## src/mem_pkg.sv

```systemverilog
package mem_pkg;

    typedef logic [31:0] addr_t;    // Linear or physical address.
    typedef logic [63:0] data_t;    // Operand or memory word.
    typedef logic [19:0] page_t;    // Page number or frame.
    typedef logic [15:0] seg_t;
    typedef logic [1:0]  opsize_t;
    typedef logic [1:0]  mem_rw_t;
    typedef logic [3:0]  ie_type_t;

    // Access sizes.
    localparam opsize_t SIZE_BYTE  = 2'd0;
    localparam opsize_t SIZE_WORD  = 2'd1;
    localparam opsize_t SIZE_DWORD = 2'd2;
    localparam opsize_t SIZE_QWORD = 2'd3;

    localparam int RW_READ  = 0;    // Bit positions in mem_rw_t.
    localparam int RW_WRITE = 1;

    localparam int IE_PROT = 0;     // Bit positions in ie_type_t.
    localparam int IE_PAGE = 1;

    localparam int PAGE_OFFSET_W = 12;

    typedef enum logic [2:0] {
        OP_REG1 = 3'd0,
        OP_REG2 = 3'd1,
        OP_REG3 = 3'd2,
        OP_REG4 = 3'd3,
        OP_SEG  = 3'd4,
        OP_MEM  = 3'd5,
        OP_IMM  = 3'd6,
        OP_EIP  = 3'd7
    } op_sel_e;

    typedef enum logic [1:0] {
        DEST_NONE = 2'd0,
        DEST_REG  = 2'd1,
        DEST_SEG  = 2'd2,
        DEST_MEM  = 2'd3
    } dest_sel_e;

    typedef enum logic {
        LD_IDLE = 1'b0,
        LD_READ = 1'b1
    } load_state_e;

endpackage
```

## src/fault_detect.sv

```systemverilog
module fault_detect
    import mem_pkg::*;
(
    input  logic     valid_in,
    input  logic     ie_in,
    input  ie_type_t ie_type_in,
    input  mem_rw_t  mem_rw,
    input  addr_t    mem_addr_end,
    input  page_t    seg_lim,
    input  logic     tlb_hit,
    input  logic     tlb_writable,

    output logic     ie_out_next,
    output ie_type_t ie_type_next,
    output logic     load_go
);

    logic is_access;
    logic seg_fault;
    logic page_fault;
    logic prot_fault;
    logic any_fault;

    assign is_access = |mem_rw;

    // Limit is a 20-bit value compared against the last byte touched.
    assign seg_fault  = is_access && (mem_addr_end > {12'b0, seg_lim});
    assign page_fault = is_access && !tlb_hit;
    assign prot_fault = mem_rw[RW_WRITE] && tlb_hit && !tlb_writable;
    assign any_fault  = seg_fault || page_fault || prot_fault;

    always_comb begin
        ie_type_next          = '0;
        ie_type_next[IE_PROT] = valid_in && (seg_fault || prot_fault);
        ie_type_next[IE_PAGE] = valid_in && page_fault;
        ie_type_next[3:2]     = valid_in ? ie_type_in[3:2] : 2'b00;  // From earlier stages.
    end

    assign ie_out_next = valid_in && (ie_in || any_fault);

    // Only clean reads go to the array.
    assign load_go = valid_in && mem_rw[RW_READ] && !any_fault;

endmodule

```

## config.mk

```make
export PLATFORM = sky130hd
export DESIGN_NAME = fault_detect
export DESIGN_NICKNAME = d
export VERILOG_FILES = /design/src/mem_pkg.sv /design/src/fault_detect.sv
export SDC_FILE = /design/constraint.sdc
export NUM_CORES = 1
export LEC_CHECK = 0
export BUFFER_PORTS_ARGS = -buffer_cell sky130_fd_sc_hd__buf_2
export CORE_ASPECT_RATIO = 0.9
export CORE_MARGIN = 10
export CORE_UTILIZATION = 30
export DETAILED_ROUTE_END_ITERATION = 12
export PLACE_DENSITY_LB_ADDON = 0.3
export SETUP_SLACK_MARGIN = 0.5
export SLEW_MARGIN = 20
export SYNTH_ARGS = -nofsm -noshare
export SYNTH_HDL_FRONTEND = slang
export SYNTH_SLANG_ARGS = --single-unit
```

## constraint.sdc

```tcl
create_clock -name vclk -period 3.15
set_clock_uncertainty 0.2 [all_clocks]
set_input_delay 0.1575 -clock vclk [all_inputs]
set_output_delay 0.1575 -clock vclk [all_outputs]
set_load 0.005 [all_outputs]
```

==> impl_metrics.ini <==
[floorplan]
chipWidth_microns = 69.9
fp-row-count = 16
num_io_pins = 68
die_area_sq_mm = 0.00454
initial_core_util_pct = 31.1
die_y_microns = 64.9
coreArea_sq_mm = 0.00216

[timing]
fin_crit_ps = 2340
timing.final.ws_setup_ps = 807
fmax_ghz = 0.427
fin_setup_tns_ps = 0
tightest_slew_ps = 366
max-slew-margin-rel_pct = 75.3
rsz0062_at_grt = false
slew_violations = 0
fin_crit_sh_pct = 74.4
setup_viol_count_final = 0
hold_violations = 0

[setup_path]
cp.arrival_ps = 1990
cp-start-kind = input pin
end_kind = output port
critical-path-slowest-cell = or4_1
crit_chain = buf_2, inv_1, ha_1, nand4_2, or4_1, nand4_1, a31oi_2, o41a_1, buf_2
critPathMaxFanout = 5
crit_path_frequent_cell = buf_2
crit_type = in2out
required_ps = 2790
cpPeakStageDelay_ps = 540
crit_path_start = seg_lim[15]

[detailed_routing]
drc = 0
drtIter0Drc = 29
first_pass_iters = 4
ant_nets = 0
routedWlPerCell_microns = 12.0
vias_per_cell = 4.60
routed_wl_mm = 2.22
vias = 856

[logic_synthesis]
yosys.area.top_type = ha_1
synth_most_common_cell = inv_1
synthCells = 93
synth_area_sq_um = 672
netlist-cell-type-count = 25
synthTopCellsByArea = ha_1, inv_1, a21oi_1, nand4_1, nor4_1
yosys_warnings = 0
synth_nets = 175
synth_top_area_share_pct = 37.2
ys_seq_area_share_pct = 0
synth_commonest_cells = inv_1, ha_1, a21oi_1
syn_area_per_cell_sq_um = 7.22

[finish]
seq_cells = 0
fillers = 230
syn2layout_area_growth_pct = 54.2
layout-drive-gt1-share_pct = 44.7
nClkBuffers = 0
fin_area_sq_mm = 0.00104
nets = 243
seq_area_sq_um = 0
antenna_cells = 0

[placed_design]
place_hpwl_mm = 2.17
port_buffers = 66
post-place-ws_ps = 788
placed_area_sq_mm = 0.00104
gp_congestion = 0.839

[cts]
cts_hold_buf = 0
cts.repair.resized = 0
post-cts-setup-buffer-count = 0

[global_route]
antenna_found_initial = 0
grt_max_degree = 7
grt_pass1_wl_mm = 3.64
grt_pass1_vias = 899
grt_overflow = 0
grt.total_usage_pct = 8.80

[power]
comb_power_share_pct = 100.0
seq_power_share_pct = 0
irDropWorstVdd_mv = 0.0462
clkPwrFrac_pct = 0
powerDensity_mw_per_mm2 = 103
p_leak_nw = 0.627
switching_share_pct = 45.5
switchingPower_mw = 0.0486
internal_power_mw = 0.0583

[worst_hold_path]
holdCritStartpoint = ie_type_in[2]
min_path_type = in2out

[run_status]
status = finished, final reports clean

[job]
max_cap_violations = 0
[cells by family (layout without fill, tap and decap cells)]
| kind of cell | Yosys count | in the layout | share of synthesized area [%] |
|---|---|---|---|
| AOI/OAI and AO/OA | 23 | 23 | 25.0 |
| adders and majority gates | 20 | 20 | 37.2 |
| buffers and inverters | 23 | 89 | 12.8 |
| and+or+nand+nor | 27 | 27 | 25.0 |
[power groups by stage]
| stage | combinational [mW] | clock, mW | sequential (mW) |
|---|---|---|---|
| global placement | 0.105 | 0 | 0 |
| finish | 0.107 | 0 | 0 |
| CTS | 0.110 | 0 | 0 |
| floorplan | 0.0561 | 0 | 0 |
| global route | 0.124 | 0 | 0 |
| detailed placement | 0.109 | 0 | 0 |
[layer usage]
metal	vias to the layer above	GRT usage, %	wire, microns
li1	473	-	-
met1	344	9.93	954
met5	-	0	0
met4	0	0	0
met3	0	2.89	218
met2	39	16.6	1050
[worst max-delay path: cells and delay by family]
family          cells  cell delay, ps
compound gates      2             460
buf+inv             3             230
fa+ha+maj           1             310
simple gates        3             820
[through the flow]
stage               std cells  hold slack, ps  utilization, %  power [mW]
floorplan                  93             159               -      0.0561
global placement          186             397            47.9       0.105
detailed placement        186             396            47.9       0.109
CTS                       186             396            47.9       0.110
global route              186             429            47.9       0.124
finish                    186             389            47.9       0.107
[cells in the final DEF, fill, tap and decap left out]
master     instances
inv_1             23
o31a_1             1
or4_1              1
a2111o_1           1
nor2_1             2
and4_1             2
nor4_1             4
a31oi_2            1
and2_1             3
nand2b_2           1
o41a_1             1
ha_1              20
a22oi_1            1
a21oi_4            1
nand3_1            1
o21a_1             1
nand2_1            4
and3_1             3
a2111oi_2          1
a21oi_1           11
o21ai_0            3
buf_2             66
nand4_1            4
nor2b_1            1
nand4_2            1
o211ai_1           1
[layout make-up]
class	count	area [sq um]	area share, %
multi-input cells	70	586	56.5
inverters	23	86.3	8.33
well taps	27	33.8	3.26
repair buffers	66	330	31.9
[final timing paths]
path | slack, ps | end | cells past startpoint
worst max-delay path | 810 | ie_out_next | 9
worst min-delay path | 390 | ie_type_next[2] | 3
Note: power is estimated with default switching activity, not from simulation.
