<file path="src/mem_pkg.sv">
package mem_pkg;

    typedef logic [31:0] addr_t;    // Linear or physical address.
    typedef logic [63:0] data_t;    // Operand or memory word.
    typedef logic [19:0] page_t;    // Page number or frame.
    typedef logic [15:0] seg_t;
    typedef logic [1:0]  opsize_t;
    typedef logic [1:0]  mem_rw_t;
    typedef logic [3:0]  ie_type_t;

    // Access sizes.
    localparam opsize_t SIZE_BYTE  = 2'd0;
    localparam opsize_t SIZE_WORD  = 2'd1;
    localparam opsize_t SIZE_DWORD = 2'd2;
    localparam opsize_t SIZE_QWORD = 2'd3;

    localparam int RW_READ  = 0;    // Bit positions in mem_rw_t.
    localparam int RW_WRITE = 1;

    localparam int IE_PROT = 0;     // Bit positions in ie_type_t.
    localparam int IE_PAGE = 1;

    localparam int PAGE_OFFSET_W = 12;

    typedef enum logic [2:0] {
        OP_REG1 = 3'd0,
        OP_REG2 = 3'd1,
        OP_REG3 = 3'd2,
        OP_REG4 = 3'd3,
        OP_SEG  = 3'd4,
        OP_MEM  = 3'd5,
        OP_IMM  = 3'd6,
        OP_EIP  = 3'd7
    } op_sel_e;

    typedef enum logic [1:0] {
        DEST_NONE = 2'd0,
        DEST_REG  = 2'd1,
        DEST_SEG  = 2'd2,
        DEST_MEM  = 2'd3
    } dest_sel_e;

    typedef enum logic {
        LD_IDLE = 1'b0,
        LD_READ = 1'b1
    } load_state_e;

endpackage
</file>
<file path="src/tlb_lookup.sv">
module tlb_lookup
    import mem_pkg::*;
#(
    parameter int TLB_ENTRIES = 8
) (
    input  logic [TLB_ENTRIES-1:0] entry_valid,
    input  logic [TLB_ENTRIES-1:0] entry_rw,
    input  page_t                  entry_vpn [TLB_ENTRIES],
    input  page_t                  entry_pfn [TLB_ENTRIES],
    input  addr_t                  mem_addr,

    output logic                   tlb_hit,
    output logic                   tlb_writable,
    output page_t                  tlb_pfn
);

    page_t vpn;

    assign vpn = mem_addr[31:PAGE_OFFSET_W];

    // Scan from the top so the lowest matching entry is the one left standing.
    always_comb begin
        tlb_hit      = 1'b0;
        tlb_writable = 1'b0;
        tlb_pfn      = '0;
        for (int i = TLB_ENTRIES - 1; i >= 0; i--) begin
            if (entry_valid[i] && entry_vpn[i] == vpn) begin
                tlb_hit      = 1'b1;
                tlb_writable = entry_rw[i];
                tlb_pfn      = entry_pfn[i];
            end
        end
    end

endmodule

</file>
<file path="config.mk">
export PLATFORM = sky130hd
export DESIGN_NAME = tlb_lookup
export DESIGN_NICKNAME = d
export VERILOG_FILES = /design/src/mem_pkg.sv /design/src/tlb_lookup.sv
export SDC_FILE = /design/constraint.sdc
export NUM_CORES = 1
export LEC_CHECK = 0
export ABC_AREA = 1
export CAP_MARGIN = 0
export CORE_AREA = 2 2 153 155
export DETAILED_ROUTE_END_ITERATION = 12
export DIE_AREA = 0 0 155 157
export DONT_BUFFER_PORTS = 1
export PLACE_DENSITY = 0.37
export REMOVE_ABC_BUFFERS = 1
export SLEW_MARGIN = 20
export SYNTH_ARGS = -nofsm -noshare
export SYNTH_HDL_FRONTEND = slang
export SYNTH_SLANG_ARGS = --single-unit
export TNS_END_PERCENT = 100
</file>
<file path="constraint.sdc">
create_clock -name vclk -period 5.66
set_input_delay 1.132 -clock vclk [all_inputs]
set_output_delay 1.132 -clock vclk [all_outputs]
set_load 0.005 [all_outputs]
</file>
==> results.md, run 1 <==
- Crit-path cells: inv_2, o21ai_0, nor2_1, nand2_1, nor2_2, nand3_2, buf_4, nor2_1, nor2_1, nand2_1, nand2_1, nand2_1, nand2_1, nand2_1, nand2_1
- Hold buffers post-CTS: 0
- Share of cells above drive strength 1: 4.71%
- FMAX: 0.222 GHz
- HP Class: in -> out
- Slew margin rel.: 32.5%
- Hold Fails Final Rpt: 0
- Final setup TNS: 0 ns
- Max incr delay on CP: 0.61 ns
- Area Overhead vs Synth: 2.62%
- P_int: 70.0 µW
- I/O Pins: 390
- Cell area power density: 36.5 mW/mm²
- Final setup vio count: 0
- Dpl hpwl: 20800 µm
- Status: finished clean
- Ys Warns: 0
- GR peak layer: met2
- Met1 Resource Use GR: 25.3%
- Core ar.: 0.0225 mm²
- Syn avg cell area: 4.46 µm²
- Most frequent cells in the layout: nand2_1 (390), nor2_1 (240), inv_1 (111)
- Crit end category: output pin
- WHS: 2.37 ns
- Port Buf Inserts: 0
- Comb power frac: 100.0%
- Largest net degree at the start of global routing: 42
- Fin nets: 1347
- Final period util: 79.5%
- Resized cells post-CTS: 0
- RSZ-0062 raised after global routing: no
- Starting DRT DRC Count: 361
- Initial Utilization: 20.1%
- Die Area: 0.0243 mm²
- Sequential share of power: 0%
- GRT met2 Usage: 31.7%
- DRT Pass-1 Iters: 5
- DRC viols: 0
- Final Util: 20.7%
- Crit path max fanout: 36
- GRT Util Overall: 18.7%
- Met3 Usage GRT: 3.80%
- Register area: 0 µm²
- Antenna violations before repair: 0
- # clk buffers: 0
- Worst EP arrival: 3.37 ns
- # rows: 55
- Seq cells: 0
- Setup bufs post-CTS: 0
- First-pass GRT wire length: 34200 µm
- Switching share of power: 58.7%
- Slowest CP cell: nand3_2
- Critical Path RT: 4.53 ns
- Worst Max-Slew Pin Slew: 1.01 ns
- Mapped Cells: 1015
- Antenna Violating Nets Remaining: 0
- Net Sw Power: 99.5 µW
- Cell area after synthesis: 0.00453 mm²
- Most common cell after layout, fill and taps aside: nand2_1
- Die Span Y: 157 µm
- CP startpoint kind: input pin
- CP Buf/Inv Count: 2
- Max Slew Vio Count: 0
- Die width: 155 µm
- Number of global-route vias before repair: 5383
- Vias per inst: 4.62
- CP dominant cell by count: nand2_1
- Gpl congestion: 0.939
- Total leakage power: 0.00267 µW
- # Max-Cap Violations: 0
- Vias: 5835
- VDD IR max: 18.7 µV
- Clk pwr share: 0%
- Drt total wl: 24700 µm
- CP delay by family, top: simple AND/OR/NAND/NOR gates
- Critical path start-end classification: in -> out
- Yosys cell types: 30
- Final min period: 4.50 ns
- DR WL/cell: 19.6 µm
- Total gr overflow: 0
- Sequential share of the synthesized area: 0%
## logic make-up (layout without fill, tap and decap cells)
logic type	after synthesis	after routing	synth area share, %
simple gates	691	691	60.7
xor+xnor	49	49	9.47
buf+inv	175	137	17.6
compound gates	100	100	12.2
other cells	0	1	0
## power groups by stage
stage                     Combinational, µW  Clock [µW]  Sequential, µW
after floorplan                         130           0               0
after global placement                  167           0               0
after detailed placement                168           0               0
after CTS                               170           0               0
after global routing                    195           0               0
final                                   170   0.0000239               0
## cell usage after synthesis
master	count	area share, %
nor2_1	243	20
o211ai_1	6	0.99
nor2_8	1	0.44
nand2_2	3	0.41
nand3_1	15	1.7
nor2_2	6	0.83
a21boi_0	1	0.17
nand4_1	24	3.3
o221ai_1	1	0.19
xnor2_1	29	5.6
nor3_1	1	0.11
nand3b_1	1	0.17
inv_2	17	1.4
buf_2	25	2.8
nand3_2	5	1.1
clkbuf_1	2	0.17
o21ai_0	56	6.2
a22o_1	4	0.77
buf_8	1	0.33
nand2_1	390	32
o21ai_1	18	2.0
buf_4	9	1.5
buf_6	8	2.0
xor2_1	20	3.9
o22ai_1	12	1.7
or2_2	2	0.28
inv_1	111	9.2
a211oi_1	1	0.17
clkbuf_2	2	0.22
a21oi_1	1	0.11
## path summary, 6_finish.rpt
check	start	to	slack [ns]	depth (start not counted)
setup / recovery	mem_addr[31]	tlb_pfn[14]	1.16	15
hold / removal	entry_pfn[146]	tlb_pfn[6]	2.37	2
## metrics by stage
stage,power [µW],instance area (µm²),std cells,worst slack (ns)
after floorplan,130,4220,968,1.64
after global placement,167,4650,1262,1.15
after detailed placement,168,4650,1262,1.15
after CTS,170,4650,1262,1.14
after global routing,195,4650,1262,0.938
final,170,4650,1263,1.16
## per-layer routing
metal	vias up	routed length [µm]
met5	-	0
met4	0	214
met3	14	1940
met2	248	11700
met1	2572	10800
li1	3001	-
## layout make-up
class / instances / area [µm²]
repair buffers: 9 / 67.6
inverters: 128 / 480
fillers: 2778 / 17900
well taps: 285 / 357
diodes: 1 / 2.50
multi-input cells: 840 / 3740
Note: power is estimated with default switching activity, not from simulation.
==> inputs of run 2 (changes only) <==
--- a/config.mk
+++ b/config.mk
@@ -11,7 +11,7 @@
 export DETAILED_ROUTE_END_ITERATION = 12
 export DIE_AREA = 0 0 155 157
 export DONT_BUFFER_PORTS = 1
-export PLACE_DENSITY = 0.37
+export PLACE_DENSITY = 0.38
 export REMOVE_ABC_BUFFERS = 1
 export SLEW_MARGIN = 20
 export SYNTH_ARGS = -nofsm -noshare
==> constraint.sdc (replaced) <==
create_clock -name vclk -period 3.86
set_input_delay 0.772 -clock vclk [all_inputs]
set_output_delay 0.772 -clock vclk [all_outputs]
set_load 0.005 [all_outputs]
==> results.md, run 2 (synthesis results as in run 1) <==
- RSZ-0062 raised after global routing: no
- Initial Utilization: 20.1%
- Crit end category: output pin
- # Max-Cap Violations: 0
- Resized cells post-CTS: 0
- Final period util: 86.4%
- Total gr overflow: 0
- Starting DRT DRC Count: 388
- Area Overhead vs Synth: 4.78%
- Hold buffers post-CTS: 0
- Crit path max fanout: 35
- Antenna violations before repair: 0
- Hold Fails Final Rpt: 0
- Critical path start-end classification: in -> out
- Port Buf Inserts: 0
- Final min period: 3.33 ns
- Setup bufs post-CTS: 0
- GRT Util Overall: 18.4%
- Dpl hpwl: 20400 µm
- Number of global-route vias before repair: 5409
- Drt total wl: 24400 µm
- Core ar.: 0.0225 mm²
- Die width: 155 µm
- DRT Pass-1 Iters: 5
- Critical Path RT: 3.09 ns
- Gpl congestion: 0.939
- First-pass GRT wire length: 33800 µm
- Fin nets: 1352
- Die Span Y: 157 µm
- Total leakage power: 0.00272 µW
- HP Class: in -> out
- Max Slew Vio Count: 0
- Final setup vio count: 0
- Largest net degree at the start of global routing: 44
- Worst setup startpoint: mem_addr[31]
- I/O Pins: 390
- Antenna Violating Nets Remaining: 0
- Slew margin rel.: 74.9%
- Vias: 5944
- Final setup TNS: 0 ns
- Status: finished clean
- Power Total: 250 µW
- Register area: 0 µm²
- Share of cells above drive strength 1: 5.19%
- N_diodes: 0
- Most frequent cells in the layout: nand2_1 (390), nor2_1 (240), inv_1 (111)
- Cell area power density: 52.7 mW/mm²
- FILL cells: 2737
- # clk buffers: 0
- DRC viols: 0
- Worst EP arrival: 2.56 ns
- FMAX: 0.300 GHz
- VDD IR max: 27.2 µV
- Hold_sp: entry_pfn[142]
- Seq cells: 0
- CP startpoint kind: input pin
- DR WL/cell: 19.3 µm
- Worst Max-Slew Pin Slew: 0.373 ns
- Die Area: 0.0243 mm²
- # rows: 55
- Vias per inst: 4.69
- Most common cell after layout, fill and taps aside: nand2_1
[run 2: routing by layer]
metal | GRT usage [%] | share of wire (%) | up-vias
met5 | 0 | 0 | -
met3 | 4.43 | 8.7 | 28
met4 | 3.44 | 1.8 | 0
met1 | 24.4 | 43 | 2631
li1 | - | - | 3008
met2 | 30.6 | 46 | 277
[run 2: where the power goes]
part	switching (µW)	total [µW]	internal, µW	leakage [µW]
clock network	0	0	0	0
logic	147	250	103	0.00272
registers	0	0	0	0
[run 2: critical path, stage by stage]
cell and delay, ns:
inv_2 0.25, o21ai_0 0.12, nor2_1 0.14, nand2_1 0.06
nor2_1 0.22, nand3_2 0.17, buf_4 0.30, nand2_1 0.10
nand2_1 0.05, nand2_1 0.07, nand2_1 0.05, nand2_1 0.06
nand2_1 0.09, nand2_1 0.09
[run 2: cell type report]
cell class / count / area (µm²) / area share (%)
multi-input cells: 840 / 3740 / 78.8
inverters: 128 / 480 / 10.1
well taps: 285 / 357 / 7.51
repair buffers: 14 / 168 / 3.53
[run 2: worst paths after layout]
| check | endpoint | slack (ns) | cells past startpoint |
|---|---|---|---|
| min | tlb_pfn[2] | 1.65 | 2 |
| max | tlb_writable | 0.53 | 14 |
[run 2: per-stage QoR]
stage	utilization (%)	area, µm²	setup WS, ns	hold slack [ns]	instances
final	21.1	4750	0.526	1.65	1267
after CTS	21.1	4750	0.470	1.65	1267
after global routing	21.1	4750	0.296	1.65	1267
after global placement	21.1	4750	0.462	1.65	1267
after floorplan	-	4220	0.564	1.64	968
after detailed placement	21.1	4750	0.470	1.65	1267
