--- src/mem_pkg.sv ---
package mem_pkg;

    typedef logic [31:0] addr_t;    // Linear or physical address.
    typedef logic [63:0] data_t;    // Operand or memory word.
    typedef logic [19:0] page_t;    // Page number or frame.
    typedef logic [15:0] seg_t;
    typedef logic [1:0]  opsize_t;
    typedef logic [1:0]  mem_rw_t;
    typedef logic [3:0]  ie_type_t;

    // Access sizes.
    localparam opsize_t SIZE_BYTE  = 2'd0;
    localparam opsize_t SIZE_WORD  = 2'd1;
    localparam opsize_t SIZE_DWORD = 2'd2;
    localparam opsize_t SIZE_QWORD = 2'd3;

    localparam int RW_READ  = 0;    // Bit positions in mem_rw_t.
    localparam int RW_WRITE = 1;

    localparam int IE_PROT = 0;     // Bit positions in ie_type_t.
    localparam int IE_PAGE = 1;

    localparam int PAGE_OFFSET_W = 12;

    typedef enum logic [2:0] {
        OP_REG1 = 3'd0,
        OP_REG2 = 3'd1,
        OP_REG3 = 3'd2,
        OP_REG4 = 3'd3,
        OP_SEG  = 3'd4,
        OP_MEM  = 3'd5,
        OP_IMM  = 3'd6,
        OP_EIP  = 3'd7
    } op_sel_e;

    typedef enum logic [1:0] {
        DEST_NONE = 2'd0,
        DEST_REG  = 2'd1,
        DEST_SEG  = 2'd2,
        DEST_MEM  = 2'd3
    } dest_sel_e;

    typedef enum logic {
        LD_IDLE = 1'b0,
        LD_READ = 1'b1
    } load_state_e;

endpackage
--- src/tlb_entries.sv ---
module tlb_entries
    import mem_pkg::*;
#(
    parameter int TLB_ENTRIES = 8
) (
    input  logic                           clk,
    input  logic                           rst,

    input  logic                           tlb_wr,
    input  logic [$clog2(TLB_ENTRIES)-1:0] tlb_wr_index,
    input  page_t                          tlb_wr_vpn,
    input  page_t                          tlb_wr_pfn,
    input  logic                           tlb_wr_valid,
    input  logic                           tlb_wr_rw,

    output logic [TLB_ENTRIES-1:0]         entry_valid,
    output logic [TLB_ENTRIES-1:0]         entry_rw,
    output page_t                          entry_vpn [TLB_ENTRIES],
    output page_t                          entry_pfn [TLB_ENTRIES]
);

    // Valid bits are the only state that must start known.
    always_ff @(posedge clk) begin
        if (rst) begin
            entry_valid <= '0;
        end else if (tlb_wr) begin
            entry_valid[tlb_wr_index] <= tlb_wr_valid;
        end
    end

    always_ff @(posedge clk) begin
        if (tlb_wr) begin
            entry_rw[tlb_wr_index]  <= tlb_wr_rw;   // 1 means writable.
            entry_vpn[tlb_wr_index] <= tlb_wr_vpn;
            entry_pfn[tlb_wr_index] <= tlb_wr_pfn;
        end
    end

endmodule

--- config.mk ---
export PLATFORM = sky130hd
export DESIGN_NAME = tlb_entries
export DESIGN_NICKNAME = d
export VERILOG_FILES = /design/src/mem_pkg.sv /design/src/tlb_entries.sv
export SDC_FILE = /design/constraint.sdc
export NUM_CORES = 1
export LEC_CHECK = 0
export BUFFER_PORTS_ARGS = -buffer_cell sky130_fd_sc_hd__buf_2
export CAP_MARGIN = 20
export CORE_MARGIN = 2
export CORE_UTILIZATION = 40
export CTS_CLUSTER_SIZE = 24
export DETAILED_ROUTE_END_ITERATION = 10
export GPL_ROUTABILITY_DRIVEN = 0
export PLACE_DENSITY_LB_ADDON = 0.2
export SLEW_MARGIN = 10
export SYNTH_ARGS = -nofsm -noshare
export SYNTH_HDL_FRONTEND = slang
export SYNTH_SLANG_ARGS = --single-unit
--- constraint.sdc ---
create_clock -name clk -period 2.4 [get_ports clk]
set_input_delay 0.48 -clock clk [delete_from_list [all_inputs] [get_ports clk]]
set_output_delay 0.48 -clock clk [all_outputs]
set_load 0.005 [all_outputs]
==> reports/results.tsv, run 1 <==
metric	value	unit
hold_viol	0	
viasPerCell	4.643	
most-common-layout-cells	buf_2 (383), edfxtp_1 (328), clkbuf_16 (31)	
final.min_clock_period	1.601	ns
die_x	164.1	um
crit_chain	buf_2	
die_area	0.02694	mm2
min_path_type	in -> reg	
worst_pin_slew	0.3840	ns
ctsHoldBuffers	0	
syn_area	0.01026	mm2
maxSlewHeadroom	0.7440	
crit_fanout	1	
syn2layout_area_growth	33.70	%
antenna_left	0	
mostFrequentLayoutCell	buf_2	
timing.critical_path.buf_inv	1	
placementRows	58	
wl_per_cell	21.59	um
chipHeight	164.1	um
finalSetupTns	0	ns
cts_tree	done	
drive_gt1_frac	0.5493	
grt_pass1_vias	5362	
cts_resized	0	
cts_buffer_depth	3	
synthCells	369	
synth.distinct_cells	11	
status	finished clean	
maxCapViolCount	0	
cpPeakStageDelay	0.43	ns
maxSlewViolCount	0	
finClkSkew	0	ns
gr-usage-all-layers	0.1771	
wl	24850	um
synthesis.nets	417	
finalPower	0.01186	W
end_kind	output port	
drc	0	
via_count	5344	
crit_arrival	1.12	ns
first_iter_violations	319	
insertion_delay	0.54	ns
cts_made_buffers	31	
num_antenna_cells	0	
grt-ovfl-total	0	
synth-warning-count	0	
crit_required	1.92	ns
seqCellArea	0.01001	mm2
clock_sinks	336	
start_util	0.4074	
antenna_found_initial	0	
n_fill_cell	2015	
powerDensity	864.4	mW/mm2
ir_drop	0.0006878	V
fmax	0.6248	GHz
worstSetupPathType	reg -> out	
portBuffers	383	
setup_violations	0	
placed_area	0.01272	mm2
ys_seq_area_frac	0.9757	
core_area	0.02518	mm2
crit_family	flip-flops	
cts_root_buf	clkbuf_16	
clkSlewWorstSetupHoldPaths	0.06	ns
synth-seq-cells	336	
rsz0062_at_grt	false	
dp_hpwl	17540	um
postCtsSetupBuffers	0	
syn_area_per_cell	27.80	um2
fin_area	0.01372	mm2
fin_nets	847	
p_leak	5.280	nW
grt_max_degree	43	
ios	384	
period_share	0.6669	
grt_pass1_wl	34860	um
first_pass_iters	4	
multi_input_area	219.0	um2
h-tree-depth	1	
slowest_stage	edfxtp_1	
startpoint_type	register	
worst paths after layout:
kind / start / end / slack [ns] / depth (start not counted)
max: entry_vpn[79]$_DFFE_PP_ / entry_vpn[79] / 0.80 / 1
min: tlb_wr_pfn[0] / entry_pfn[40]$_DFFE_PP_ / 0.21 / 1
max reg2reg: entry_valid[0]$_SDFFE_PP0P_ / entry_valid[0]$_SDFFE_PP0P_ / 1.77 / 2
min reg2reg: entry_valid[5]$_SDFFE_PP0P_ / entry_valid[5]$_SDFFE_PP0P_ / 0.49 / 2
flip-flops by register name, summed over array words and instances, names as in the netlist:
register	cells
entry_pfn	160
entry_vpn	160
entry_rw	8
entry_valid	8
power breakdown:
group	total [W]	switching [W]	internal (W)
combinational	0.000418	0.000264	0.000154
clock	0.00475	0.00197	0.00278
sequential	0.00668	0.0000489	0.00663
total	0.0119	0.00229	0.00957
routing by layer:
| metal | track usage | share of wire | vias up | wire [um] |
|---|---|---|---|---|
| met4 | 0.05582 | 0.025 | 0 | 623 |
| li1 | - | - | 2357 | - |
| met5 | 0 | 0 | - | 0 |
| met2 | 0.2851 | 0.47 | 318 | 11760 |
| met1 | 0.2233 | 0.38 | 2628 | 9490 |
| met3 | 0.06742 | 0.12 | 41 | 2975 |
through the flow:
step	utilization	setup slack, ns	cells	hold WS, ns
2_1_floorplan	-	0.1628	369	0.4644
4_1_cts	0.5447	0.7712	1151	0.1806
6_report	0.5447	0.7995	1151	0.2135
5_1_grt	0.5447	0.7628	1151	0.1796
3_5_place_dp	0.5052	0.5403	1096	0.4677
3_3_place_gp	0.5052	0.5563	1096	0.4614
Yosys cell counts (all sizes together):
cell type	number	area [um2]
inv	7	26.28
and4b	1	11.26
nand4bb	3	33.78
nand2b	9	56.30
edfxtp	328	9849
or4b	1	13.76
dfxtp	8	160.2
nand4b	2	17.52
mux2i	8	80.08
clkbuf	1	3.750
nand4	1	6.260
cell type report:
cell class	instances	share of cell area
flip-flops and latches	336	0.7298
repair buffers	398	0.1498
clock buffers	35	0.05765
well taps	330	0.03010
multi-input cells	25	0.01596
clock inverters	20	0.01478
inverters	7	0.001916
cells by family after synthesis:
kind of cell | count (synthesis) | synth area share
flip-flops | 336 | 0.9757
multiplexers | 8 | 0.007806
AND/OR/NAND/NOR | 17 | 0.01354
buffers and inverters | 8 | 0.002927
Note: power is estimated with default switching activity, not from simulation.
==> run 2, diff against run 1 <==
Settings changed: ABC_AREA from default to 1.
Clock period 2.4 ns to 1.4 ns, I/O delays scaled along.
==> reports/results.tsv, run 2 <==
metric	value	unit	change
hold_ws	0.04930	ns	-0.1642 ns
mostFrequentLayoutCell	buf_2		
grt_pass1_vias	5603		+4.5%
combPwrFrac	0.039		+0.004
min_path_type	in -> reg		
crit_fanout	1		unchanged
drive_gt1_frac	0.5424		-0.006938
gr-usage-all-layers	0.1903		+0.01319
syn_area_per_cell	26.01	um2	-6.4%
end_kind	output port		
reg_top3	entry_pfn x160, entry_vpn x160		
crit_required	1.12	ns	-0.80 ns
worstSetupPathType	reg -> out		
cts_tree	done		
ctsHoldBuffers	0		unchanged
p_leak	5.449	nW	+3.2%
path_depth	1		unchanged
yosysTopAreaCellShare	0.9611		about the same
viasPerCell	4.661		+0.39%
first_iter_violations	449		+41%
first_pass_iters	4		unchanged
antenna_found_initial	2		+2
core_area	0.02518	mm2	unchanged
startpoint_type	register		
die_x	164.1	um	about the same
hold_viol	0		unchanged
crit_arrival	1.09	ns	-0.03 ns
crit_chain	buf_2		
syn_area	0.01025	mm2	about the same
switching_power	0.004228	W	+85%
setup.worst_path.start	entry_pfn[97]$_DFFE_PP_		
synth_enable_flop_cells	328		unchanged
finClkSkew	0	ns	unchanged
reg2regPathDepth	2		unchanged
synth_most_common_cell	edfxtp_1		
placed_area	0.01314	mm2	+3.3%
ys_top_cells_by_area	edfxtp_1 (96%), dfxtp_1 (1.6%), nor2_1 (0.95%)		
synth.distinct_cells	9		-2
wl_per_cell	22.21	um	+2.9%
cts_root_buf	clkbuf_16		
synthCells	394		+6.8%
ys.flop_type	edfxtp_1		
pre_cts_ws	-0.02822	ns	-0.5685 ns
grt-ovfl-total	0		unchanged
synth-warning-count	0		unchanged
finalSetupTns	0	ns	unchanged
final_core_util	0.5679		+0.02325
cpPeakStageDelay	0.44	ns	about the same
yosysTopAreaCell	edfxtp_1		
drc	0		unchanged
timing.critical_path.buf_inv	1		unchanged
slowest_stage	edfxtp_1		
r2r-end	entry_valid[7]$_SDFFE_PP0P_		
maxSlewHeadroom	0.8083		+0.06434
dp_hpwl	18390	um	+4.9%
synth_commonest_cells	edfxtp_1 (328), nor2_1 (26), nand2_1 (14), dfxtp_1 (8), inv_1 (8)		
chipHeight	164.1	um	about the same
grt_pass1_wl	36830	um	+5.6%
timing.rr.start	entry_valid[7]$_SDFFE_PP0P_		
clkSlewWorstSetupHoldPaths	0.06	ns	about the same
clock_sinks	336		unchanged
pwr-share-seq	0.531		-0.033
cts_buffer_depth	3		unchanged
cts_made_buffers	35		+13%
antenna_left	0		unchanged
p_int	0.01737	W	+82%
synth-seq-cells	336		unchanged
fin_ws	0.02967	ns	-0.7698 ns
worstSetupEndpoint	entry_pfn[97]		
ir_drop	0.001067	V	+55%
fin_area	0.01430	mm2	+4.3%
via_count	5556		+4.0%
crit_family	flip-flops		
maxSlewViolCount	0		unchanged
maxCapViolCount	0		unchanged
setup_violations	0		unchanged
ios	384		unchanged
async_flop_share	0		unchanged
start_util	0.4070		about the same
most-common-layout-cells	buf_2 (383), edfxtp_1 (328), clkbuf_16 (36)		
final.min_clock_period	1.370	ns	
worst_pin_slew	0.2875	ns	-0.09651 ns
ys_seq_area_frac	0.9767		about the same
rrSetupSlack	0.79	ns	-0.98 ns
status	finished clean		
h-tree-depth	2		+1
insertion_delay	0.49	ns	-0.05 ns
fin_nets	883		+4.3%
swShare	0.1958		+0.002820
rsz0062_at_grt	true		
pwr-share-clk	0.430		+0.029
fmax	0.7298	GHz	
grt_max_degree	33		-23%
powerDensity	1510	mW/mm2	+75%
syn2layout_area_growth	39.54	%	
wl	26470	um	+6.5%
period_share	0.9788		
placementRows	58		unchanged
die_area	0.02692	mm2	about the same
synthesis.nets	442		+6.0%
cts_resized	0		unchanged
portBuffers	383		unchanged
==> run 2: changes by cell type after synthesis, sizes merged <==
cell / delta
nand2: +15
nand3: +7
nand4b: -2
nand2b: -9
mux2i: -8
nor2: +28
nand4bb: -3
or4b: -1
clkbuf: -1
nand4: -1
inv: +1
and4b: -1
==> run 2: area by class of cell <==
class	instances	area (um2)
clock buffers	47	942.2
flip-flops and latches	336	10010
multi-input cells	50	340.3
fillers	1914	10880
clock inverters	16	215.2
repair buffers	404	2300
inverters	8	78.83
well taps	330	412.9
diodes	1	2.502
==> run 2: power groups by stage <==
stage	registers, W	logic (W)	clock network (W)
after floorplan	0.0117	0.000149	0
after global placement	0.0117	0.000855	0
after detailed placement	0.0117	0.000869	0
after CTS	0.0115	0.000868	0.00948
after global routing	0.0115	0.000929	0.00987
final	0.0115	0.000846	0.00928
==> run 2: logic make-up after synthesis <==
group,synth area share
AND/OR/NAND/NOR,0.02039
flip-flops,0.9767
buffers and inverters,0.002930
==> run 2: worst min-delay path by stage <==
stage                                            from                     endpoint  slack [ns]  depth (start not counted)
after floorplan                         tlb_wr_pfn[0]       entry_pfn[0]$_DFFE_PP_        0.38                          0
after global placement    entry_valid[0]$_SDFFE_PP0P_  entry_valid[0]$_SDFFE_PP0P_        0.47                          2
after detailed placement  entry_valid[5]$_SDFFE_PP0P_  entry_valid[5]$_SDFFE_PP0P_        0.48                          2
after CTS                               tlb_wr_vpn[8]      entry_vpn[88]$_DFFE_PP_        0.02                          1
after global routing                    tlb_wr_vpn[8]      entry_vpn[48]$_DFFE_PP_        0.05                          1
final                                   tlb_wr_vpn[8]      entry_vpn[88]$_DFFE_PP_        0.05                          1
==> run 2: stage by stage <==
step / total power (W) / instances
3_3_place_gp: 0.01255 / 1128
6_report: 0.02160 / 1192
2_1_floorplan: 0.01186 / 394
5_1_grt: 0.02229 / 1192
3_5_place_dp: 0.01255 / 1128
4_1_cts: 0.02183 / 1191
==> run 2: per-layer routing <==
metal  track usage  vias to the layer above  share of wire
met2        0.3049                      312           0.48
met1        0.2380                     2753           0.39
met5             0                        -        0.00053
met4       0.06818                        2          0.027
met3       0.07197                       51           0.10
li1              -                     2438              -
==> run 2: what timing repair did <==
item,CTS,global route
setup endpoints to repair,1,1
setup buffers,0,0
pin swaps,0,0
