File: src/mem_pkg.sv
package mem_pkg;

    typedef logic [31:0] addr_t;    // Linear or physical address.
    typedef logic [63:0] data_t;    // Operand or memory word.
    typedef logic [19:0] page_t;    // Page number or frame.
    typedef logic [15:0] seg_t;
    typedef logic [1:0]  opsize_t;
    typedef logic [1:0]  mem_rw_t;
    typedef logic [3:0]  ie_type_t;

    // Access sizes.
    localparam opsize_t SIZE_BYTE  = 2'd0;
    localparam opsize_t SIZE_WORD  = 2'd1;
    localparam opsize_t SIZE_DWORD = 2'd2;
    localparam opsize_t SIZE_QWORD = 2'd3;

    localparam int RW_READ  = 0;    // Bit positions in mem_rw_t.
    localparam int RW_WRITE = 1;

    localparam int IE_PROT = 0;     // Bit positions in ie_type_t.
    localparam int IE_PAGE = 1;

    localparam int PAGE_OFFSET_W = 12;

    typedef enum logic [2:0] {
        OP_REG1 = 3'd0,
        OP_REG2 = 3'd1,
        OP_REG3 = 3'd2,
        OP_REG4 = 3'd3,
        OP_SEG  = 3'd4,
        OP_MEM  = 3'd5,
        OP_IMM  = 3'd6,
        OP_EIP  = 3'd7
    } op_sel_e;

    typedef enum logic [1:0] {
        DEST_NONE = 2'd0,
        DEST_REG  = 2'd1,
        DEST_SEG  = 2'd2,
        DEST_MEM  = 2'd3
    } dest_sel_e;

    typedef enum logic {
        LD_IDLE = 1'b0,
        LD_READ = 1'b1
    } load_state_e;

endpackage
File: src/stage_reg.sv
module stage_reg
    import mem_pkg::*;
(
    input  logic       clk,
    input  logic       rst,

    input  logic       valid_in,
    input  logic       fwd_stall,
    input  logic       load_busy,
    input  data_t      op1_next,
    input  data_t      op2_next,
    input  addr_t      dest_addr_next,
    input  logic [2:0] dest_type_next,
    input  logic       ie_out_next,
    input  ie_type_t   ie_type_next,

    output logic       advance,
    output logic       stall,
    output logic       valid_out,
    output data_t      op1_val,
    output data_t      op2_val,
    output addr_t      dest_addr,
    output logic       dest_is_reg,
    output logic       dest_is_seg,
    output logic       dest_is_mem,
    output logic       ie_out,
    output ie_type_t   ie_type_out
);

    assign stall   = fwd_stall || load_busy;
    assign advance = valid_in && !stall;

    always_ff @(posedge clk) begin
        if (rst) begin
            valid_out   <= 1'b0;
            ie_out      <= 1'b0;
            ie_type_out <= '0;
        end else if (advance) begin
            valid_out   <= 1'b1;
            ie_out      <= ie_out_next;
            ie_type_out <= ie_type_next;
        end else if (!fwd_stall) begin
            valid_out   <= 1'b0;                 // Bubble.
        end
    end

    always_ff @(posedge clk) begin
        if (advance) begin
            op1_val   <= op1_next;
            op2_val   <= op2_next;
            dest_addr <= dest_addr_next;
            {dest_is_mem, dest_is_seg, dest_is_reg} <= dest_type_next;
        end
    end

endmodule

File: config.mk
export PLATFORM = sky130hd
export DESIGN_NAME = stage_reg
export DESIGN_NICKNAME = d
export VERILOG_FILES = /design/src/mem_pkg.sv /design/src/stage_reg.sv
export SDC_FILE = /design/constraint.sdc
export NUM_CORES = 1
export LEC_CHECK = 0
export ABC_AREA = 1
export ABC_CLOCK_PERIOD_IN_PS = 5400
export BUFFER_PORTS_ARGS = -buffer_cell sky130_fd_sc_hd__buf_2
export CORE_AREA = 2 2 134 136
export DETAILED_ROUTE_END_ITERATION = 7
export DIE_AREA = 0 0 136 138
export HOLD_SLACK_MARGIN = 0.03
export PLACE_DENSITY = 0.65
export SYNTH_ARGS = -nofsm -noshare
export SYNTH_HDL_FRONTEND = slang
export SYNTH_SLANG_ARGS = --single-unit
export TNS_END_PERCENT = 50
File: constraint.sdc
create_clock -name clk -period 5.4 [get_ports clk]
set_input_delay 0.27 -clock clk [delete_from_list [all_inputs] [get_ports clk]]
set_output_delay 0.27 -clock clk [all_outputs]
set_load 0.05 [all_outputs]
==> results of run 1 <==
==> logic make-up after synthesis <==
family,count (synthesis),synth area share [%]
AOI/OAI and AO/OA,6,0.653
buffers and inverters,10,0.895
and+or+nand+nor,18,1.52
DFF,169,96.9
==> through the flow <==
| step | worst slack, ns | hold slack (ns) |
|---|---|---|
| 2_1_floorplan | 0.824 | 0.332 |
| 3_3_place_gp | 3.02 | 0.446 |
| 3_5_place_dp | 2.87 | 0.448 |
==> results.md, run 1 <==
- Status: aborted with a tool error
- Last stage reached: clock tree synthesis (4_1_cts)
- Error message: [ERROR RSZ-0060] Max buffer count reached.
- Port Buffer Count: 343
- Syn Std Cell Area: 5170 um^2
- Setup bufs post-CTS: 0
- Main area contributors after synthesis: edfxtp_1, dfxtp_1, inv_1
- Area fraction of the dominant cell type after synthesis: 94.6%
- Routability cong.: 0.806
- Syn nets: ~380
- Most frequent cell after synthesis: edfxtp_1
- Yosys top cell by area: edfxtp_1
- Top post-synthesis cells by count: edfxtp_1, inv_1, dfxtp_1, nand2_1
- Sequential share of the synthesized area: a little over nine tenths
- Num ports: roughly 340
- TritonCTS Buffers: 17
- Max H-tree Level: 4
- Initial Utilization: between 20% and 30%
- Placed inst area: 7180 um^2
- EDFF count, synth: between 150 and 200
- CTS root buffer: clkbuf_16
- Die height: ~140 um
- Resized cells post-CTS: 0
- Yosys reg bits: ~170
- Mapped Cells: roughly 200
- Async set or reset register ratio after synthesis: 0%
- Syn_area_per_cell: 25.5 um^2
- Yosys warns: 0
- Synth Flop Type: edfxtp_1
- Longest Clk Path Bufs: 2
- Die W: 136 um
- CTS Hold Bufs: around 160
- Placed Cells: between 700 and 800
- Netlist cell types: 12
- Clock sink total: around 170
- Rows: slightly below 50
- Dpl hpwl: approximately 10000 um
==> run 2, diff against run 1 <==
--- a/config.mk
+++ b/config.mk
@@ -8,11 +8,10 @@
 export ABC_AREA = 1
 export ABC_CLOCK_PERIOD_IN_PS = 5400
 export BUFFER_PORTS_ARGS = -buffer_cell sky130_fd_sc_hd__buf_2
-export CORE_AREA = 2 2 134 136
+export CORE_AREA = 2 2 135 137
 export DETAILED_ROUTE_END_ITERATION = 7
-export DIE_AREA = 0 0 136 138
-export HOLD_SLACK_MARGIN = 0.03
-export PLACE_DENSITY = 0.65
+export DIE_AREA = 0 0 137 139
+export PLACE_DENSITY_LB_ADDON = 0.15
 export SYNTH_ARGS = -nofsm -noshare
 export SYNTH_HDL_FRONTEND = slang
 export SYNTH_SLANG_ARGS = --single-unit
==> run 2 against run 1 <==
Effect of this change: the run now ends clean; synthesized area is the same; synthesized cell count is the same.
==> results.md, run 2 <==
- GRT Residual Overflow: 0
- NumNets Final: 750
- Yosys reg bits: 169 (unchanged)
- Power Density: between 300 and 400 nW/um^2
- Relative slew margins: between 20 and 30%
- Max H-tree Level: 4 (unchanged)
- Commonest non-fill, non-tap cell in the layout: buf_2
- Max-Cap Viols: 0
- DRT Pass-1 Iters: 4
- Final Max Tran Viols: 0
- Routability cong.: 0.762 (-5.5%)
- Async set or reset register ratio after synthesis: 0% (unchanged)
- Clock latency at the later pin of the worst-skew pair: 0.41 ns
- Syn nets: 376 (unchanged)
- Yosys warns: 0 (unchanged)
- Yosys top cell by area: edfxtp_1
- Total number of vias: approximately 3300
- Hold WC Path Type: primary input to register
- DR vias/cell: between 4 and 5
- CP arrival: 2.16 ns
- Mapped Cells: 203 (unchanged)
- DRT antenna net count: 0
- Largest regs: op1_val (64), op2_val (64), dest_addr (32)
- Die Area: around 19000 um^2
- Max frequency: a little over 0.4 GHz
- N_diodes: 0
- Area fraction of the dominant cell type after synthesis: 94.6% (unchanged)
- Die height: 139 um (+0.72%)
- # setup viols final: 0
- Top routing layer used: met5
- Initial Utilization: 29.3% (-0.20 points)
- Top post-synthesis cells by count: edfxtp_1, inv_1, dfxtp_1, nand2_1
- EDFF count, synth: 163 (unchanged)
- Rows: 49 (unchanged)
- Final Hold Viols: 0
- Sequential share of the synthesized area: 96.9% (unchanged)
- P&R area growth vs syn: 53.3%
- Core area: ~18000 um^2
- Critical path type: primary input to output port
- Synth Flop Type: edfxtp_1
- RSZ-0062 raised after global routing: no
- Most frequent cell after synthesis: edfxtp_1
- Met3 WL: between 1500 and 2000 um
- Initial antenna violation count: 2
- Worst-margin pin slew: around 1.1 ns
- # DRC: 0
- First-pass GRT wire length: ~18000 um
- Crit. End Element: output port
- Peak supply drop: ~0.19 mV
- Syn_area_per_cell: 25.5 um^2 (unchanged)
- Final WL: around 13000 um
- Longest Clk Path Bufs: 2 (unchanged)
- Netlist cell types: 12 (unchanged)
- Worst setup SP type: primary input
- Syn Std Cell Area: 5170 um^2 (unchanged)
- Most frequent cells in the layout: buf_2, edfxtp_1, clkbuf_16, dlygate4sd3_1, inv_1
- Vias in the first global route: around 3500
- Largest net degree at the start of global routing: 119
- Fin crit share: between 40 and 50%
- Leakage Power: between 3 and 4 nW
- Place WS: 2.55 ns (-0.319 ns)
- DRC marker count from the first detailed-route iteration: between 100 and 150
- Clock sink total: 169 (unchanged)
- Main area contributors after synthesis: edfxtp_1, dfxtp_1, inv_1
- Die W: 137 um (+0.74%)
- CTS root buffer: clkbuf_16
- CP max FO: 118
- Routed length on met1: roughly 4500 um
- Final Critical Period: approximately 2.4 ns
- Gr usage total: a little over an eighth
- Metal2 WL: about 6400 um
- Worst clock skew: 0 ns
- Setup WS post-layout: between 2 and 3 ns
- CTS tree: yes
- Routed len/inst: about 16 um
- Worst EP required: ~5.1 ns
- Layout cells sized above 1: 63.9%
- Fin Setup TNS: 0 ns
- Num ports: 344 (unchanged)
- Port Buffer Count: 343 (unchanged)
- TritonCTS Buffers: 17 (unchanged)
- Status: finished, final reports clean
- Worst-path clk slew: 0.06 ns
- Dpl hpwl: 9550 um (-5.7%)
- Resized cells post-CTS: 0 (unchanged)
-- run 2: cell counts after synthesis --
Identical to the previous run, type by type.
-- run 2: final cells by class --
| class | instances | area (um^2) |
|---|---|---|
| tap | 229 | 287 |
| sequential | 169 | 5010 |
| clock inverter | 12 | 189 |
| fill | 1608 | 9730 |
| multi-input combinational | 24 | 113 |
| clock buffer | 20 | 437 |
| inverter | 8 | 35.0 |
| timing repair buffer | 357 | 1850 |
-- run 2: power by group --
group | switching, mW | internal, mW | total, mW | leakage [nW]
clock | 0.495 | 0.783 | 1.28 | 0.294
sequential | 0.0138 | 1.51 | 1.52 | 1.55
combinational | 0.278 | 0.0910 | 0.369 | 1.50
-- run 2: kinds of logic after synthesis --
kind of cell | after synthesis | share of synthesized area (%)
AND/OR/NAND/NOR | 18 | 1.52
flip-flops | 169 | 96.9
AO/OA/AOI/OAI | 6 | 0.653
buffers and inverters | 10 | 0.895
-- run 2: per-stage QoR --
| step | std cells | power, mW | utilization, % | hold WS [ns] | instance area (um^2) |
|---|---|---|---|---|---|
| CTS | 819 | 3.21 | 44.9 | 0.0000406 | 7930 |
| global placement | 774 | 1.91 | 40.6 | 0.447 | 7170 |
| global route | 819 | 3.29 | 44.9 | 0.000100 | 7930 |
| detailed placement | 774 | 1.91 | 40.6 | 0.448 | 7170 |
| finish | 819 | 3.17 | 44.9 | 0.0271 | 7930 |
| floorplan | 203 | 1.79 | - | 0.332 | 5170 |
-- run 2: worst paths after layout --
path                               startpoint                           to  slack [ns]  depth (start not counted)
setup / recovery                    fwd_stall                      advance        2.97                          5
hold / removal              dest_addr_next[2]       dest_addr[2]$_DFFE_PP_        0.03                          1
setup reg to reg  ie_type_out[0]$_SDFFE_PP0P_  ie_type_out[0]$_SDFFE_PP0P_        4.78                          2
hold reg to reg        valid_out$_SDFFE_PP0P_       valid_out$_SDFFE_PP0P_        0.48                          2
-- run 2: repair_timing --
action / in CTS / in global routing
hold endpoints to repair: 13 / 0
hold buffers: 13 / 0
setup buffers: 0 / 0
-- run 2: routing by layer --
layer	up-vias	track usage, %
met5	-	0
met4	4	7.49
met3	33	6.07
met2	208	22.2
met1	1515	13.3
li1	1538	-
-- run 2: critical path, cell delays in order --
cell and delay [ns]:
buf_2 0.11, nor2_2 0.38, nand2_2 0.17, inv_6 0.76, buf_2 0.41
Power figures use the tool's default switching activity.
==> run 3, diff against run 2 <==
--- a/config.mk
+++ b/config.mk
@@ -5,12 +5,12 @@
 export SDC_FILE = /design/constraint.sdc
 export NUM_CORES = 1
 export LEC_CHECK = 0
-export ABC_AREA = 1
-export ABC_CLOCK_PERIOD_IN_PS = 5400
+export ABC_AREA = 0
+export ABC_CLOCK_PERIOD_IN_PS = 2100
 export BUFFER_PORTS_ARGS = -buffer_cell sky130_fd_sc_hd__buf_2
-export CORE_AREA = 2 2 135 137
+export CORE_AREA = 2 2 133 135
 export DETAILED_ROUTE_END_ITERATION = 7
-export DIE_AREA = 0 0 137 139
+export DIE_AREA = 0 0 135 137
 export PLACE_DENSITY_LB_ADDON = 0.15
 export SYNTH_ARGS = -nofsm -noshare
 export SYNTH_HDL_FRONTEND = slang
==> constraint.sdc (replaced) <==
create_clock -name clk -period 2.1 [get_ports clk]
set_input_delay 0.105 -clock clk [delete_from_list [all_inputs] [get_ports clk]]
set_output_delay 0.105 -clock clk [all_outputs]
set_load 0.05 [all_outputs]
==> run 3 against run 2 <==
Effect of this change: the flow now stops in clock tree synthesis (4_1_cts); synthesized cell count shrank 6.4%; synthesized area is essentially flat.
==> results.md, run 3 <==
- Most frequent cell after synthesis: edfxtp_1
- Rows: 48 (-2.0%)
- Clock sink total: 169 (unchanged)
- Max H-tree Level: 4 (unchanged)
- Area fraction of the dominant cell type after synthesis: 94.5% (about the same)
- CTS Hold Bufs: 159 (+146)
- Sequential share of the synthesized area: 96.8% (about the same)
- Dpl hpwl: 10200 um (+6.9%)
- Main area contributors after synthesis: edfxtp_1, dfxtp_1, nand2b_1
- Routability cong.: 0.704 (-7.7%)
- Resized cells post-CTS: 0 (unchanged)
- CTS root buffer: clkbuf_16
- Top post-synthesis cells by count: edfxtp_1, nand2b_1, dfxtp_1
- TritonCTS Buffers: 17 (unchanged)
- Die height: 137 um (-1.4%)
- Placed inst area: 7240 um^2 (+0.91%)
- Synth Flop Type: edfxtp_1
- Last stage reached: clock tree synthesis (4_1_cts)
- Status: aborted with a tool error
- Port Buffer Count: 343 (unchanged)
- Mapped Cells: 190 (-6.4%)
- Setup bufs post-CTS: 0 (unchanged)
- Syn nets: 363 (-3.5%)
- Die W: 135 um (-1.5%)
- Syn_area_per_cell: 27.3 um^2 (+6.9%)
- Syn Std Cell Area: 5180 um^2 (about the same)
- Yosys top cell by area: edfxtp_1
- Num ports: 344 (unchanged)
- Netlist cell types: 10 (-2)
- Error message: [ERROR RSZ-0060] Max buffer count reached.
- Place WS: 0.604 ns (-1.95 ns)
- Initial Utilization: 30.4% (+1.1 points)
- Yosys reg bits: 169 (unchanged)
- EDFF count, synth: 163 (unchanged)
- Async set or reset register ratio after synthesis: 0% (unchanged)
- Yosys warns: 0 (unchanged)
- Longest Clk Path Bufs: 2 (unchanged)
-- run 3: cell types whose count changed after synthesis, moves of 5 or more --
cell,delta
a21oi_1,-5
inv_1,-8
nand2b_1,+10
mux2i_1,+5
nor2_1,-5
nand2_1,-6
nand3_1,-5
-- run 3: stage by stage --
| step | hold WS (ns) | std cells |
|---|---|---|
| after global placement | 0.281 | 762 |
| after detailed placement | 0.283 | 762 |
| after floorplan | 0.204 | 190 |
-- run 3: logic make-up after synthesis --
logic type	count (synthesis)	synth area share (%)
buffers and inverters	2	0.290
AOI/OAI and AO/OA	1	0.193
and+or+nand+nor	13	1.72
DFF	169	96.8
muxes	5	0.966
